File: src/common/display_pkg.sv
package display_pkg;

  // widths with a meaning
  typedef logic [15:0]  pixel_t;        // rgb565 with red on top
  typedef logic [127:0] chunk_t;        // eight pixels with slot 0 in bits 15:0
  typedef logic [7:0]   color_t;        // one expanded channel
  typedef logic [6:0]   hcount_t;
  typedef logic [2:0]   vcount_t;
  typedef logic [7:0]   pix_index_t;    // pixel number within a frame
  typedef logic [1:0]   pattern_sel_t;

  localparam int PIX_PER_CHUNK = 8;

  // raster scaled down for simulation
  localparam int H_ACTIVE = 64;
  localparam int H_TOTAL  = 80;
  localparam int HS_START = 68;
  localparam int HS_END   = 72;         // first count past the pulse
  localparam int V_ACTIVE = 4;
  localparam int V_TOTAL  = 6;
  localparam int VS_START = 5;
  localparam int VS_END   = 6;

  localparam int FRAME_PIXELS = H_ACTIVE * V_ACTIVE;            // 256
  localparam int FRAME_CHUNKS = FRAME_PIXELS / PIX_PER_CHUNK;   // 32

  localparam int FIFO_DEPTH = 8;        // in chunks

  localparam pixel_t DEFAULT_PIXEL = 16'hF800;  // pure red

  // entry 0 is the leftmost bar
  localparam logic [7:0][15:0] BAR_COLORS = {
    16'h0000,   // 7 black
    16'h001F,   // 6 blue
    16'hF800,   // 5 red
    16'hF81F,   // 4 magenta
    16'h07E0,   // 3 green
    16'h07FF,   // 2 cyan
    16'hFFE0,   // 1 yellow
    16'hFFFF    // 0 white
  };

endpackage

File: src/common/stream_if.sv
interface stream_if #(
  parameter int WIDTH = $bits(display_pkg::chunk_t)
);

  // one item moves on each cycle with valid and ready high
  logic             valid;
  logic             ready;
  logic [WIDTH-1:0] data;
  logic             last;   // final item of a frame

  modport source (
    output valid,
    output data,
    output last,
    input  ready
  );

  modport sink (
    input  valid,
    input  data,
    input  last,
    output ready
  );

endinterface

File: src/common/video_timing_if.sv
interface video_timing_if;

  display_pkg::hcount_t hcount;
  display_pkg::vcount_t vcount;
  logic                 active;     // inside the drawn area
  logic                 hsync;
  logic                 vsync;
  logic                 final_pos;  // last active pixel of the frame

  modport source (
    output hcount, vcount, active, hsync, vsync, final_pos
  );

  modport sink (
    input  hcount, vcount, active, hsync, vsync, final_pos
  );

endinterface

File: src/rtl/pattern_stacker.sv
module pattern_stacker (
  input  logic                      clk_camera,
  input  logic                      recent_reset,
  input  display_pkg::pattern_sel_t pattern_sel_i,
  stream_if.source                  chunk_o
);

  display_pkg::pix_index_t   base;        // first pixel of the offered chunk
  display_pkg::pix_index_t   build_base;  // first pixel of the next chunk
  display_pkg::pattern_sel_t pat_q;       // pattern of the current frame
  display_pkg::pattern_sel_t build_sel;
  display_pkg::chunk_t       chunk_next;
  logic                      load;

  // one pixel of the selected test pattern
  function automatic display_pkg::pixel_t pattern_pixel(
    input display_pkg::pattern_sel_t sel,
    input display_pkg::pix_index_t   p
  );
    logic [5:0] x;
    logic [1:0] y;
    x = p[5:0];   // p mod 64
    y = p[7:6];   // p / 64
    case (sel)
      2'd0:    return display_pkg::BAR_COLORS[x[5:3]];  // bar of width 8
      2'd1:    return {x[5:1], x, y, 3'b000};  // r = x/2, g = x, b = y*8
      2'd2:    return (x[3] ^ y[0]) ? 16'hFFFF : 16'h0000;  // checker
      default: return 16'h001F;                // solid blue
    endcase
  endfunction

  assign load = !chunk_o.valid || chunk_o.ready;  // empty or chunk taken

  always_comb begin
    // first chunk after reset starts at 0 and later ones step by 8
    if (!chunk_o.valid) begin
      build_base = base;
    end else if (int'(base) + display_pkg::PIX_PER_CHUNK >= display_pkg::FRAME_PIXELS) begin
      build_base = '0;  // wrap into the next frame
    end else begin
      build_base = display_pkg::pix_index_t'(int'(base) + display_pkg::PIX_PER_CHUNK);
    end
    build_sel = (build_base == '0) ? pattern_sel_i : pat_q;  // latch on chunk 0 only
    for (int i = 0; i < display_pkg::PIX_PER_CHUNK; i++) begin
      chunk_next[i*16 +: 16] = pattern_pixel(build_sel,
                                             display_pkg::pix_index_t'(int'(build_base) + i));
    end
  end

  always_ff @(posedge clk_camera) begin
    if (recent_reset) begin
      chunk_o.valid <= 1'b0;
      base          <= '0;
      pat_q         <= '0;
    end else if (load) begin
      chunk_o.valid <= 1'b1;
      base          <= build_base;
      pat_q         <= build_sel;
    end
  end

  // payload held while stalled
  always_ff @(posedge clk_camera) begin
    if (load) begin
      chunk_o.data <= chunk_next;
      chunk_o.last <= (int'(build_base) / display_pkg::PIX_PER_CHUNK
                       == display_pkg::FRAME_CHUNKS - 1);  // chunk 31
    end
  end

endmodule

File: src/rtl/chunk_fifo.sv
module chunk_fifo (
  input  logic     clk_camera,
  input  logic     recent_reset,
  stream_if.sink   chunk_in,
  stream_if.source chunk_out
);

  display_pkg::chunk_t mem_data [display_pkg::FIFO_DEPTH];
  logic                mem_last [display_pkg::FIFO_DEPTH];

  logic [$clog2(display_pkg::FIFO_DEPTH)-1:0]   wr_ptr;
  logic [$clog2(display_pkg::FIFO_DEPTH)-1:0]   rd_ptr;
  logic [$clog2(display_pkg::FIFO_DEPTH+1)-1:0] count;   // 0 .. depth
  logic                                         push;
  logic                                         pop;

  assign chunk_in.ready  = (count != display_pkg::FIFO_DEPTH);  // back-pressure when full
  assign chunk_out.valid = (count != '0);
  assign chunk_out.data  = mem_data[rd_ptr];  // head of queue
  assign chunk_out.last  = mem_last[rd_ptr];

  assign push = chunk_in.valid && chunk_in.ready;
  assign pop  = chunk_out.valid && chunk_out.ready;

  // storage array
  always_ff @(posedge clk_camera) begin
    if (push) begin
      mem_data[wr_ptr] <= chunk_in.data;
      mem_last[wr_ptr] <= chunk_in.last;  // last travels with its chunk
    end
  end

  always_ff @(posedge clk_camera) begin
    if (recent_reset) begin
      wr_ptr <= '0;
      rd_ptr <= '0;
      count  <= '0;
    end else begin
      if (push) wr_ptr <= wr_ptr + 1'b1;  // wraps since depth is a power of two
      if (pop)  rd_ptr <= rd_ptr + 1'b1;
      case ({push, pop})
        2'b10:   count <= count + 1'b1;
        2'b01:   count <= count - 1'b1;
        default: count <= count;          // both or neither
      endcase
    end
  end

endmodule

File: src/rtl/unstacker.sv
module unstacker (
  input  logic     clk_camera,
  input  logic     recent_reset,
  stream_if.sink   chunk_in,
  stream_if.source pixel_o
);

  display_pkg::chunk_t                           chunk_q;
  logic                                          chunk_last_q;  // held chunk ends a frame
  logic [$clog2(display_pkg::PIX_PER_CHUNK)-1:0] slot;
  logic                                          full;
  logic                                          last_slot;
  logic                                          pix_hs;
  logic                                          chunk_hs;

  assign last_slot = (slot == display_pkg::PIX_PER_CHUNK - 1);
  assign pix_hs    = pixel_o.valid && pixel_o.ready;

  // refill when empty or as the eighth pixel leaves
  assign chunk_in.ready = !full || (pixel_o.ready && last_slot);
  assign chunk_hs       = chunk_in.valid && chunk_in.ready;

  assign pixel_o.valid = full;
  assign pixel_o.data  = chunk_q[slot*$bits(display_pkg::pixel_t) +: $bits(display_pkg::pixel_t)];
  assign pixel_o.last  = chunk_last_q && last_slot;  // slot 7 of the frame's last chunk

  always_ff @(posedge clk_camera) begin
    if (recent_reset) begin
      full <= 1'b0;
      slot <= '0;
    end else if (chunk_hs) begin
      full <= 1'b1;           // new chunk wins over draining the old one
      slot <= '0;             // lowest slot first
    end else if (pix_hs) begin
      slot <= slot + 1'b1;
      if (last_slot) begin
        full <= 1'b0;         // drained with nothing waiting
      end
    end
  end

  // held chunk and its last flag
  always_ff @(posedge clk_camera) begin
    if (chunk_hs) begin
      chunk_q      <= chunk_in.data;
      chunk_last_q <= chunk_in.last;
    end
  end

endmodule

File: src/rtl/video_timing.sv
module video_timing (
  input  logic            clk_camera,
  input  logic            recent_reset,
  video_timing_if.source  timing_o
);

  display_pkg::hcount_t hcount;
  display_pkg::vcount_t vcount;
  logic                 running;   // low through reset and one cycle after
  logic                 line_end;

  assign line_end = (hcount == display_pkg::H_TOTAL - 1);

  always_ff @(posedge clk_camera) begin
    if (recent_reset) begin
      running <= 1'b0;
      hcount  <= '0;
      vcount  <= '0;
    end else begin
      running <= 1'b1;
      if (running) begin
        if (line_end) begin
          hcount <= '0;
          // next line and wrap at end of frame
          vcount <= (vcount == display_pkg::V_TOTAL - 1) ? '0 : vcount + 1'b1;
        end else begin
          hcount <= hcount + 1'b1;
        end
      end
    end
  end

  assign timing_o.hcount = hcount;
  assign timing_o.vcount = vcount;

  // levels follow the count in the same cycle
  assign timing_o.active = running
                           && (hcount < display_pkg::H_ACTIVE)
                           && (vcount < display_pkg::V_ACTIVE);
  assign timing_o.hsync  = running
                           && (hcount >= display_pkg::HS_START)
                           && (hcount < display_pkg::HS_END);
  assign timing_o.vsync  = running
                           && (vcount >= display_pkg::VS_START)
                           && (vcount < display_pkg::VS_END);

  // bottom right corner of the drawn area
  assign timing_o.final_pos = timing_o.active
                              && (hcount == display_pkg::H_ACTIVE - 1)
                              && (vcount == display_pkg::V_ACTIVE - 1);

endmodule

File: src/rtl/pixel_output.sv
module pixel_output (
  input  logic                clk_camera,
  input  logic                recent_reset,
  stream_if.sink              pixel_i,
  video_timing_if.sink        timing_i,
  output display_pkg::color_t red_o,
  output display_pkg::color_t green_o,
  output display_pkg::color_t blue_o,
  output logic                hsync_o,
  output logic                vsync_o,
  output logic                active_o
);

  display_pkg::pixel_t shown;   // pixel picked for this position
  logic                take;

  // the frame's last pixel waits for the final active position,
  // so every frame restarts at the top left corner
  assign pixel_i.ready = timing_i.active && (!pixel_i.last || timing_i.final_pos);
  assign take          = pixel_i.valid && pixel_i.ready;
  assign shown         = take ? pixel_i.data : display_pkg::DEFAULT_PIXEL;  // red if starved

  always_ff @(posedge clk_camera) begin
    if (recent_reset) begin
      red_o    <= '0;
      green_o  <= '0;
      blue_o   <= '0;
      hsync_o  <= 1'b0;
      vsync_o  <= 1'b0;
      active_o <= 1'b0;
    end else begin
      red_o    <= {shown[15:11], 3'b000};  // 5 bits to the top
      green_o  <= {shown[10:5], 2'b00};    // 6 bits
      blue_o   <= {shown[4:0], 3'b000};
      hsync_o  <= timing_i.hsync;          // delayed to line up with color
      vsync_o  <= timing_i.vsync;
      active_o <= timing_i.active;
    end
  end

endmodule

File: src/rtl/pattern_display_top.sv
module pattern_display_top (
  input  logic                      clk_camera,
  input  logic                      recent_reset,
  input  display_pkg::pattern_sel_t pattern_sel_i,
  output display_pkg::color_t       red_o,
  output display_pkg::color_t       green_o,
  output display_pkg::color_t       blue_o,
  output logic                      hsync_o,
  output logic                      vsync_o,
  output logic                      active_o
);

  stream_if #(.WIDTH($bits(display_pkg::chunk_t))) chunk_in_if ();   // stacker to fifo
  stream_if #(.WIDTH($bits(display_pkg::chunk_t))) chunk_out_if ();  // fifo to unstacker
  stream_if #(.WIDTH($bits(display_pkg::pixel_t))) pixel_if ();      // pixels to output
  video_timing_if                                  timing_if ();

  pattern_stacker u_pattern_stacker (
    .clk_camera    (clk_camera),
    .recent_reset  (recent_reset),
    .pattern_sel_i (pattern_sel_i),
    .chunk_o       (chunk_in_if)
  );

  // stands in for the memory path
  chunk_fifo u_chunk_fifo (
    .clk_camera   (clk_camera),
    .recent_reset (recent_reset),
    .chunk_in     (chunk_in_if),
    .chunk_out    (chunk_out_if)
  );

  unstacker u_unstacker (
    .clk_camera   (clk_camera),
    .recent_reset (recent_reset),
    .chunk_in     (chunk_out_if),
    .pixel_o      (pixel_if)
  );

  video_timing u_video_timing (
    .clk_camera   (clk_camera),
    .recent_reset (recent_reset),
    .timing_o     (timing_if)
  );

  pixel_output u_pixel_output (
    .clk_camera   (clk_camera),
    .recent_reset (recent_reset),
    .pixel_i      (pixel_if),
    .timing_i     (timing_if),
    .red_o        (red_o),
    .green_o      (green_o),
    .blue_o       (blue_o),
    .hsync_o      (hsync_o),
    .vsync_o      (vsync_o),
    .active_o     (active_o)
  );

endmodule

File: config.mk
export PLATFORM = sky130hd
export DESIGN_NAME = pattern_display_top
export DESIGN_NICKNAME = d
export VERILOG_FILES = /design/src/common/display_pkg.sv /design/src/common/stream_if.sv /design/src/common/video_timing_if.sv /design/src/rtl/pattern_stacker.sv /design/src/rtl/chunk_fifo.sv /design/src/rtl/unstacker.sv /design/src/rtl/video_timing.sv /design/src/rtl/pixel_output.sv /design/src/rtl/pattern_display_top.sv
export SDC_FILE = /design/constraint.sdc
export NUM_CORES = 1
export LEC_CHECK = 0
export ABC_CLOCK_PERIOD_IN_PS = 25200
export BUFFER_PORTS_ARGS = -buffer_cell sky130_fd_sc_hd__buf_2
export CAP_MARGIN = 25
export CORE_MARGIN = 2
export CORE_UTILIZATION = 25
export CTS_CLUSTER_DIAMETER = 80
export DETAILED_ROUTE_END_ITERATION = 10
export SLEW_MARGIN = 10
export SYNTH_ARGS = -nofsm -noshare
export SYNTH_HDL_FRONTEND = slang
export SYNTH_SLANG_ARGS = --single-unit
File: constraint.sdc
create_clock -name clk_camera -period 25.2 [get_ports clk_camera]
set_input_delay 5.04 -clock clk_camera [delete_from_list [all_inputs] [get_ports clk_camera]]
set_output_delay 5.04 -clock clk_camera [all_outputs]
set_load 0.005 [all_outputs]
==> results of run 1 <==
state kept, by name, summed over array words and instances (netlist names):
name and count:
u_pixel_output.hsync_o 1, u_unstacker.chunk_q 112, u_unstacker.pixel_o.valid 1, u_pattern_stacker.chunk_o.last 1, u_unstacker.slot 3, u_pattern_stacker.base 8, u_pixel_output.blue_o 3, u_chunk_fifo.mem_data 896
u_video_timing.timing_o.vcount 3, u_pattern_stacker.chunk_o.data 112, u_chunk_fifo.mem_last 8, u_pixel_output.vsync_o 1, u_unstacker.chunk_last_q 1, u_pattern_stacker.chunk_o.valid 1, u_video_timing.running 1, u_pixel_output.active_o 1
u_video_timing.timing_o.hcount 7, u_pixel_output.green_o 6, u_chunk_fifo.count 4, u_chunk_fifo.rd_ptr 3, u_pixel_output.red_o 5, u_chunk_fifo.wr_ptr 3, u_pattern_stacker.pat_q 2
worst paths after layout:
kind / startpoint / endpoint / slack (ns) / cells past startpoint
worst max-delay path: u_pixel_output.blue_o[5] / blue_o[3] / 18.74 / 1
worst min-delay path: u_video_timing.timing_o.vcount[1] / u_video_timing.timing_o.vcount[1] / 0.47 / 2
worst max register to register: u_pattern_stacker.chunk_o.valid / u_pattern_stacker.chunk_o.data[108] / 20.88 / 11
worst min register to register: u_video_timing.timing_o.vcount[1] / u_video_timing.timing_o.vcount[1] / 0.47 / 2
routing by layer:
| metal | track usage | up-vias | routed length [um] |
|---|---|---|---|
| met5 | 0 | - | 0 |
| met4 | 0.02658 | 0 | 1836 |
| met3 | 0.01613 | 138 | 4450 |
| met2 | 0.1776 | 528 | 50190 |
| met1 | 0.1407 | 11571 | 44410 |
| li1 | - | 9364 | - |
kinds of logic (layout without fill, tap and decap cells):
group	count (synthesis)	count (layout)
flip-flops	1183	1183
AND/OR/NAND/NOR	281	281
other	1	8
multiplexers	417	417
adder cells (fa/ha/maj)	21	21
AO/OA/AOI/OAI	160	160
XOR/XNOR	53	53
buffers and inverters	144	304
power breakdown:
part | total (mW) | switching, mW | leakage (nW) | internal (mW)
Combinational | 1.10 | 0.597 | 3.75 | 0.503
Clock | 1.72 | 0.745 | 1.86 | 0.976
Sequential | 3.19 | 0.353 | 10.8 | 2.83
Total | 6.01 | 1.70 | 16.4 | 4.31
area by class of cell:
class / count / area (um^2)
Clock buffer: 145 / 3114
Clock inverter: 75 / 728.2
Fill cell: 17941 / 131500
Inverter: 21 / 81.33
Multi-Input combinational cell: 940 / 10860
Sequential cell: 1183 / 35010
Tap cell: 2480 / 3103
Timing Repair Buffer: 63 / 491.7
tightest hold or removal path: stages (launching register included):
cell and delay, ns:
dfxtp_1 0.31, nand3_1 0.06, o41ai_1 0.06
layout by cell type (no fill, tap or decap), types with 5 or more instances in the layout:
master	Yosys	final
clkbuf_8	0	6
or2_2	5	5
xnor2_1	28	28
mux2i_1	44	42
o21ai_0	34	34
edfxtp_1	1130	1130
clkinv_2	0	22
nand3_1	26	26
a21oi_1	43	43
a22oi_2	9	9
xor2_1	15	15
and2_1	10	9
conb_1	1	8
buf_12	0	5
nand2b_1	11	11
nor3_1	28	24
clkinvlp_4	0	7
a22oi_1	9	9
dfxtp_1	53	48
clkbuf_16	0	118
buf_4	13	33
xnor3_1	5	5
o31ai_1	6	6
o211ai_1	8	8
inv_1	21	20
buf_2	17	22
ha_1	20	20
a21o_1	6	6
clkbuf_1	64	21
mux4_2	254	254
bufinv_16	0	9
or4_1	5	5
clkinv_1	0	25
and3_1	6	6
a211oi_1	7	7
a32oi_1	5	5
o21ai_1	7	7
nand2_1	122	122
nor2_1	47	44
mux2_2	119	119
==> impl_metrics.py, run 1 <==
metrics = {
    "run_status": {
        "status": "finished, final reports clean",
    },
    "detailed_routing": {
        "vias": 21601,
        "drt_iter0_drc": 1968,
        "firstDrtPassIters": 5,
        "totalWireLength_um": 100900,
        "post_drt_via_cell_ratio": 4.402,
        "drc": 0,
        "avgRoutedWirePerCell_um": 20.56,
        "ant_nets": 0,
    },
    "sta": {
        "min_period_ns": 6.455,
        "whs_ns": 0.4749,
        "hold_viol_final": 0,
        "finalMaxSlewViolations": 0,
        "clock.fmax_mhz": 154.9,
        "setup_viol": 0,
        "tightestPinTransition_ns": 1.085,
        "tns_ns": 0,
        "setup_ws_ns": 18.74,
        "fin_skew_ns": 0.03487,
        "slew_headroom": 0.2764,
        "grt_setup_unrepaired": "no",
        "period_share": 0.2562,
    },
    "synthesis": {
        "synth_edf_count": 1130,
        "netlist_top_cells_count": "1,130 x edfxtp_1, 254 x mux4_2, 122 x nand2_1, 119 x mux2_2, 64 x clkbuf_1",
        "ys_seq_area_frac": 0.7544,
        "netlist_top_cells_area": "edfxtp_1 73%, mux4_2 12%, mux2_2 2.9%, dfxtp_1 2.3%, nand2_1 0.99%",
        "synth_fa_ha_area_frac": 0.005826,
        "syn_area_mm2": 0.04638,
        "ys_warn_count": 0,
        "synth_top_family_by_area": "multiplexers",
        "synthCells": 2260,
        "synth_xor_area_frac": 0.01254,
        "syn_area_per_cell_um2": 20.52,
        "synthFlopType": "edfxtp_1",
        "synthArstFlopShare": 0,
        "synth_compound_area_frac": 0.02368,
        "ys_ff_latch": 1183,
        "synth_top_area_cell": "edfxtp_1",
        "synth_cell_type_count": 65,
        "synth.area.mux_share": 0.1617,
        "synthSimpleGateAreaFrac": 0.02816,
        "yosys.area.top_type_share": 0.7315,
        "yosysMostFrequentCell": "edfxtp_1",
    },
    "clock_network": {
        "path_clk_slew_ns": 0.06,
        "ctsRootBufferMaster": "clkbuf_16",
        "cts_tree": "built",
        "clock_path_buffers": 3,
        "cts_resized": 0,
        "ctsHtreeMaxLevel": 3,
        "post-cts-setup-buffer-count": 0,
        "clock-sinks": 1183,
        "cts_hold_buf": 0,
        "cts_made_buffers": 117,
        "clock_latency_ns": 0.71,
    },
    "grt": {
        "overflow": 0,
        "grt_pass1_vias": 22474,
        "grt_max_degree": 107,
        "antenna_found_initial": 2,
        "grt_usage": 0.1050,
        "grt_first_pass_wirelength_um": 150900,
    },
    "hold_path": {
        "hp-class": "flop to flop",
    },
    "finish": {
        "layout.cells.non_filler": 4907,
        "drive_above_1_share": 0.2703,
        "final_util": 0.2888,
        "area_growth_syn_to_layout_pct": 15.09,
        "final_area_mm2": 0.05338,
        "antennaDiodeCount": 0,
        "nNetsFinal": 2351,
    },
    "critical_path": {
        "worstPathCellList": "buf_2",
        "path_buf_inv": 1,
        "start_kind": "flop",
        "crit_path_top_delay_cell": "dfxtp_1",
        "cpPeakStageDelay_ns": 0.52,
        "cp_max_fo": 3,
        "worstPathArrival_ns": 1.42,
        "crit_family": "flip-flops",
        "crit_type": "flop to output port",
        "worstPathRequired_ns": 20.16,
        "end_kind": "output port",
    },
    "die": {
        "die_width_um": 434.7,
        "coreArea_mm2": 0.1848,
        "dieArea_mm2": 0.1890,
        "die_h_um": 434.7,
        "ios": 31,
        "rows": 158,
        "start_util": 0.2509,
    },
    "placement": {
        "postPlaceCellArea_mm2": 0.04951,
        "io_buffer_count": 22,
        "dpl.cell_count": 4685,
        "preCtsSetupSlack_ns": 18.45,
        "dp_hpwl_um": 55660,
        "gp_congestion": 0.8332,
    },
    "power_and_ir_drop": {
        "power.density_mw_per_mm2": 112.5,
        "leakagePower_nw": 16.42,
        "ir_drop_mv": 0.07334,
        "power.total_mw": 6.007,
    },
    "flow_run": {
        "max_cap_viol_count": 0,
    },
}
No activity file was read; power rests on OpenSTA's default activity.
==> inputs of run 2 (changes only) <==
--- a/config.mk
+++ b/config.mk
@@ -5,7 +5,8 @@
 export SDC_FILE = /design/constraint.sdc
 export NUM_CORES = 1
 export LEC_CHECK = 0
-export ABC_CLOCK_PERIOD_IN_PS = 25200
+export ABC_AREA = 1
+export ABC_CLOCK_PERIOD_IN_PS = 6600
 export BUFFER_PORTS_ARGS = -buffer_cell sky130_fd_sc_hd__buf_2
 export CAP_MARGIN = 25
 export CORE_MARGIN = 2
==> constraint.sdc (replaced) <==
create_clock -name clk_camera -period 6.6 [get_ports clk_camera]
set_input_delay 1.32 -clock clk_camera [delete_from_list [all_inputs] [get_ports clk_camera]]
set_output_delay 1.32 -clock clk_camera [all_outputs]
set_load 0.005 [all_outputs]
==> run 2 against run 1 <==
Routed wire length grew 15%. First-iteration DRC count up 48%. Hold slack worse by 0.018 ns. Via count rose by 33%. Critical path type is now flop to flop. Critical endpoint is now u_chunk_fifo.count[3]. Largest cell class unchanged.
==> impl_metrics.py, run 2 <==
metrics = {
    "run_status": {
        "status": "finished, final reports clean",
    },
    "finish": {
        "area_growth_syn_to_layout_pct": 14.68,
        "drive_above_1_share": 0.07388,
        "reg_top3": "u_chunk_fifo.mem_data x896, u_pattern_stacker.chunk_o.data x112, u_unstacker.chunk_q x112",
        "mostFrequentLayoutCell": "edfxtp_1",
        "regMostFlops": "u_chunk_fifo.mem_data",
        "final_cell_mix": "1,130 x edfxtp_1, 910 x nor2_1, 503 x o21ai_0",
        "fillers": 18644,
        "largest_reg_flops": 896,
        "nNetsFinal": 3682,
    },
    "detailed_routing": {
        "drc": 0,
        "vias": 28675,
        "ant_nets": 0,
        "avgRoutedWirePerCell_um": 18.60,
        "post_drt_via_cell_ratio": 4.591,
        "totalWireLength_um": 116200,
        "firstDrtPassIters": 6,
        "drt_iter0_drc": 2908,
    },
    "die": {
        "dieArea_mm2": 0.1897,
        "ios": 31,
        "coreArea_mm2": 0.1852,
        "die_width_um": 435.6,
        "rows": 158,
        "die_h_um": 435.6,
        "start_util": 0.2514,
    },
    "sta": {
        "fin_skew_ns": 0.05461,
        "clock.fmax_mhz": 248.8,
        "slew_headroom": 0.2050,
        "whs_ns": 0.4570,
        "tns_ns": 0,
        "period_share": 0.6089,
        "setup_viol": 0,
        "tightestPinTransition_ns": 1.193,
        "hold_viol_final": 0,
        "min_period_ns": 4.019,
        "grt_setup_unrepaired": "no",
        "finalMaxSlewViolations": 0,
    },
    "clock_network": {
        "clock_path_buffers": 3,
        "cts_tree": "built",
        "clock-sinks": 1183,
        "cts_made_buffers": 119,
        "ctsHtreeMaxLevel": 3,
        "ctsRootBufferMaster": "clkbuf_16",
        "cts_hold_buf": 0,
        "post-cts-setup-buffer-count": 0,
        "cts_resized": 0,
        "path_clk_slew_ns": 0.06,
        "clock_latency_ns": 0.76,
    },
    "critical_path": {
        "end_kind": "flop",
        "r2r_cells": 16,
        "worstPathRequired_ns": 7.20,
        "reg2reg_to": "u_chunk_fifo.count[3]",
        "worstPathArrival_ns": 4.62,
        "r2r_slack_ns": 2.58,
        "crit_type": "flop to flop",
        "timing.rr.start": "u_unstacker.slot[0]",
        "start_kind": "flop",
        "cp_max_fo": 67,
    },
    "synthesis": {
        "yosysMostFrequentCell": "edfxtp_1",
        "ys_ff_latch": 1183,
        "synthArstFlopShare": 0,
        "netlist_top_cells_count": "1,130 x edfxtp_1, 918 x nor2_1, 503 x o21ai_0, 243 x nand2_1, 190 x clkbuf_1",
        "netlist_top_cells_area": "edfxtp_1 73%, nor2_1 7.4%, o21ai_0 5.4%, dfxtp_1 2.3%, nand2_1 2.0%",
        "ys_seq_area_frac": 0.7514,
        "syn_area_per_cell_um2": 12.59,
        "syn_area_mm2": 0.04657,
        "synth_edf_count": 1130,
        "synthFlopType": "edfxtp_1",
        "yosys.area.top_type_share": 0.7287,
        "synthCells": 3700,
        "ys_warn_count": 0,
        "synth_top_area_cell": "edfxtp_1",
        "synth_cell_type_count": 40,
    },
    "grt": {
        "antenna_found_initial": 6,
        "grt_max_degree": 213,
        "grt_pass1_vias": 27587,
        "overflow": 0,
        "grt_first_pass_wirelength_um": 174200,
        "grt_usage": 0.1186,
    },
    "flow_run": {
        "max_cap_viol_count": 0,
    },
    "placement": {
        "gp_congestion": 0.9178,
        "dp_hpwl_um": 61210,
        "io_buffer_count": 22,
    },
    "power_and_ir_drop": {
        "ir_drop_mv": 0.3430,
        "leakagePower_nw": 17.60,
        "power.density_mw_per_mm2": 442.1,
        "power.total_mw": 23.61,
    },
    "hold_path": {
        "worstHoldEndpoint": "u_pattern_stacker.base[2]",
        "hp-start": "u_pattern_stacker.base[2]",
        "hp-class": "flop to flop",
        "hold_depth": 2,
    },
}
run 2: routing by layer:
layer / part of all wire / GRT usage / vias up / wire length, um
met5: 0.000069 / 0 / - / 8
met2: 0.47 / 0.1931 / 880 / 54780
met3: 0.065 / 0.01908 / 142 / 7601
li1: - / - / 13309 / -
met1: 0.44 / 0.1623 / 14342 / 51410
met4: 0.021 / 0.03467 / 2 / 2398
run 2: cell type report:
cell class | instances | area, um^2 | share of cell area
clock buffer | 179 | 3446 | 0.06452
multi-input combinational | 2214 | 10410 | 0.1949
timing repair buffer | 62 | 568.0 | 0.01064
clock inverter | 48 | 549.3 | 0.01029
antenna | 3 | 7.507 | 0.0001406
sequential | 1183 | 35000 | 0.6555
inverter | 77 | 316.6 | 0.005928
tap | 2480 | 3103 | 0.05810
run 2: logic make-up after synthesis:
logic type | share of synthesized area
flip-flops | 0.7514
XOR/XNOR | 0.003573
AO/OA/AOI/OAI | 0.09603
buffers and inverters | 0.02698
adder cells (fa/ha/maj) | 0.005804
AND/OR/NAND/NOR | 0.1161
other | 0.00008053
run 2: stage by stage:
stage,worst slack [ns],utilization,area (um^2),std cells
after floorplan,0.5040,-,46590,3707
after detailed placement,2.639,0.2666,49380,6015
after global routing,2.304,0.2883,53400,6244
after CTS,2.587,0.2882,53380,6242
after global placement,2.608,0.2665,49370,6014
final,2.581,0.2883,53400,6246
run 2: critical path, stage by stage, from the launching register on:
cell      delay [ns]
dfxtp_2         0.99
ha_1            0.28
ha_1            0.18
nand3_1         0.08
nand2_1         0.10
nand2_1         0.23
inv_6           0.59
ha_1            0.33
ha_1            0.28
nand2_1         0.07
nor2_1          0.04
a211oi_1        0.26
nor2_1          0.07
nor2_1          0.09
nand2_1         0.07
o21ai_0         0.14
a21oi_1         0.06
run 2: power by group:
part           leakage (nW)  switching (mW)  total (mW)  internal, mW
Sequential             10.9            1.35        12.1          10.8
Clock                  1.95            2.86        6.79          3.93
Combinational          4.78            3.36        4.69          1.33
run 2: worst max-delay path by stage:
stage	from	endpoint	depth (start not counted)
2_1_floorplan	u_chunk_fifo.count[1]	u_chunk_fifo.mem_data[0][100]	6
3_3_place_gp	u_unstacker.slot[0]	u_chunk_fifo.count[3]	16
3_5_place_dp	u_unstacker.slot[0]	u_chunk_fifo.count[3]	16
4_1_cts	u_unstacker.slot[0]	u_chunk_fifo.count[3]	16
5_1_grt	u_unstacker.slot[0]	u_chunk_fifo.count[3]	16
6_report	u_unstacker.slot[0]	u_chunk_fifo.count[3]	16
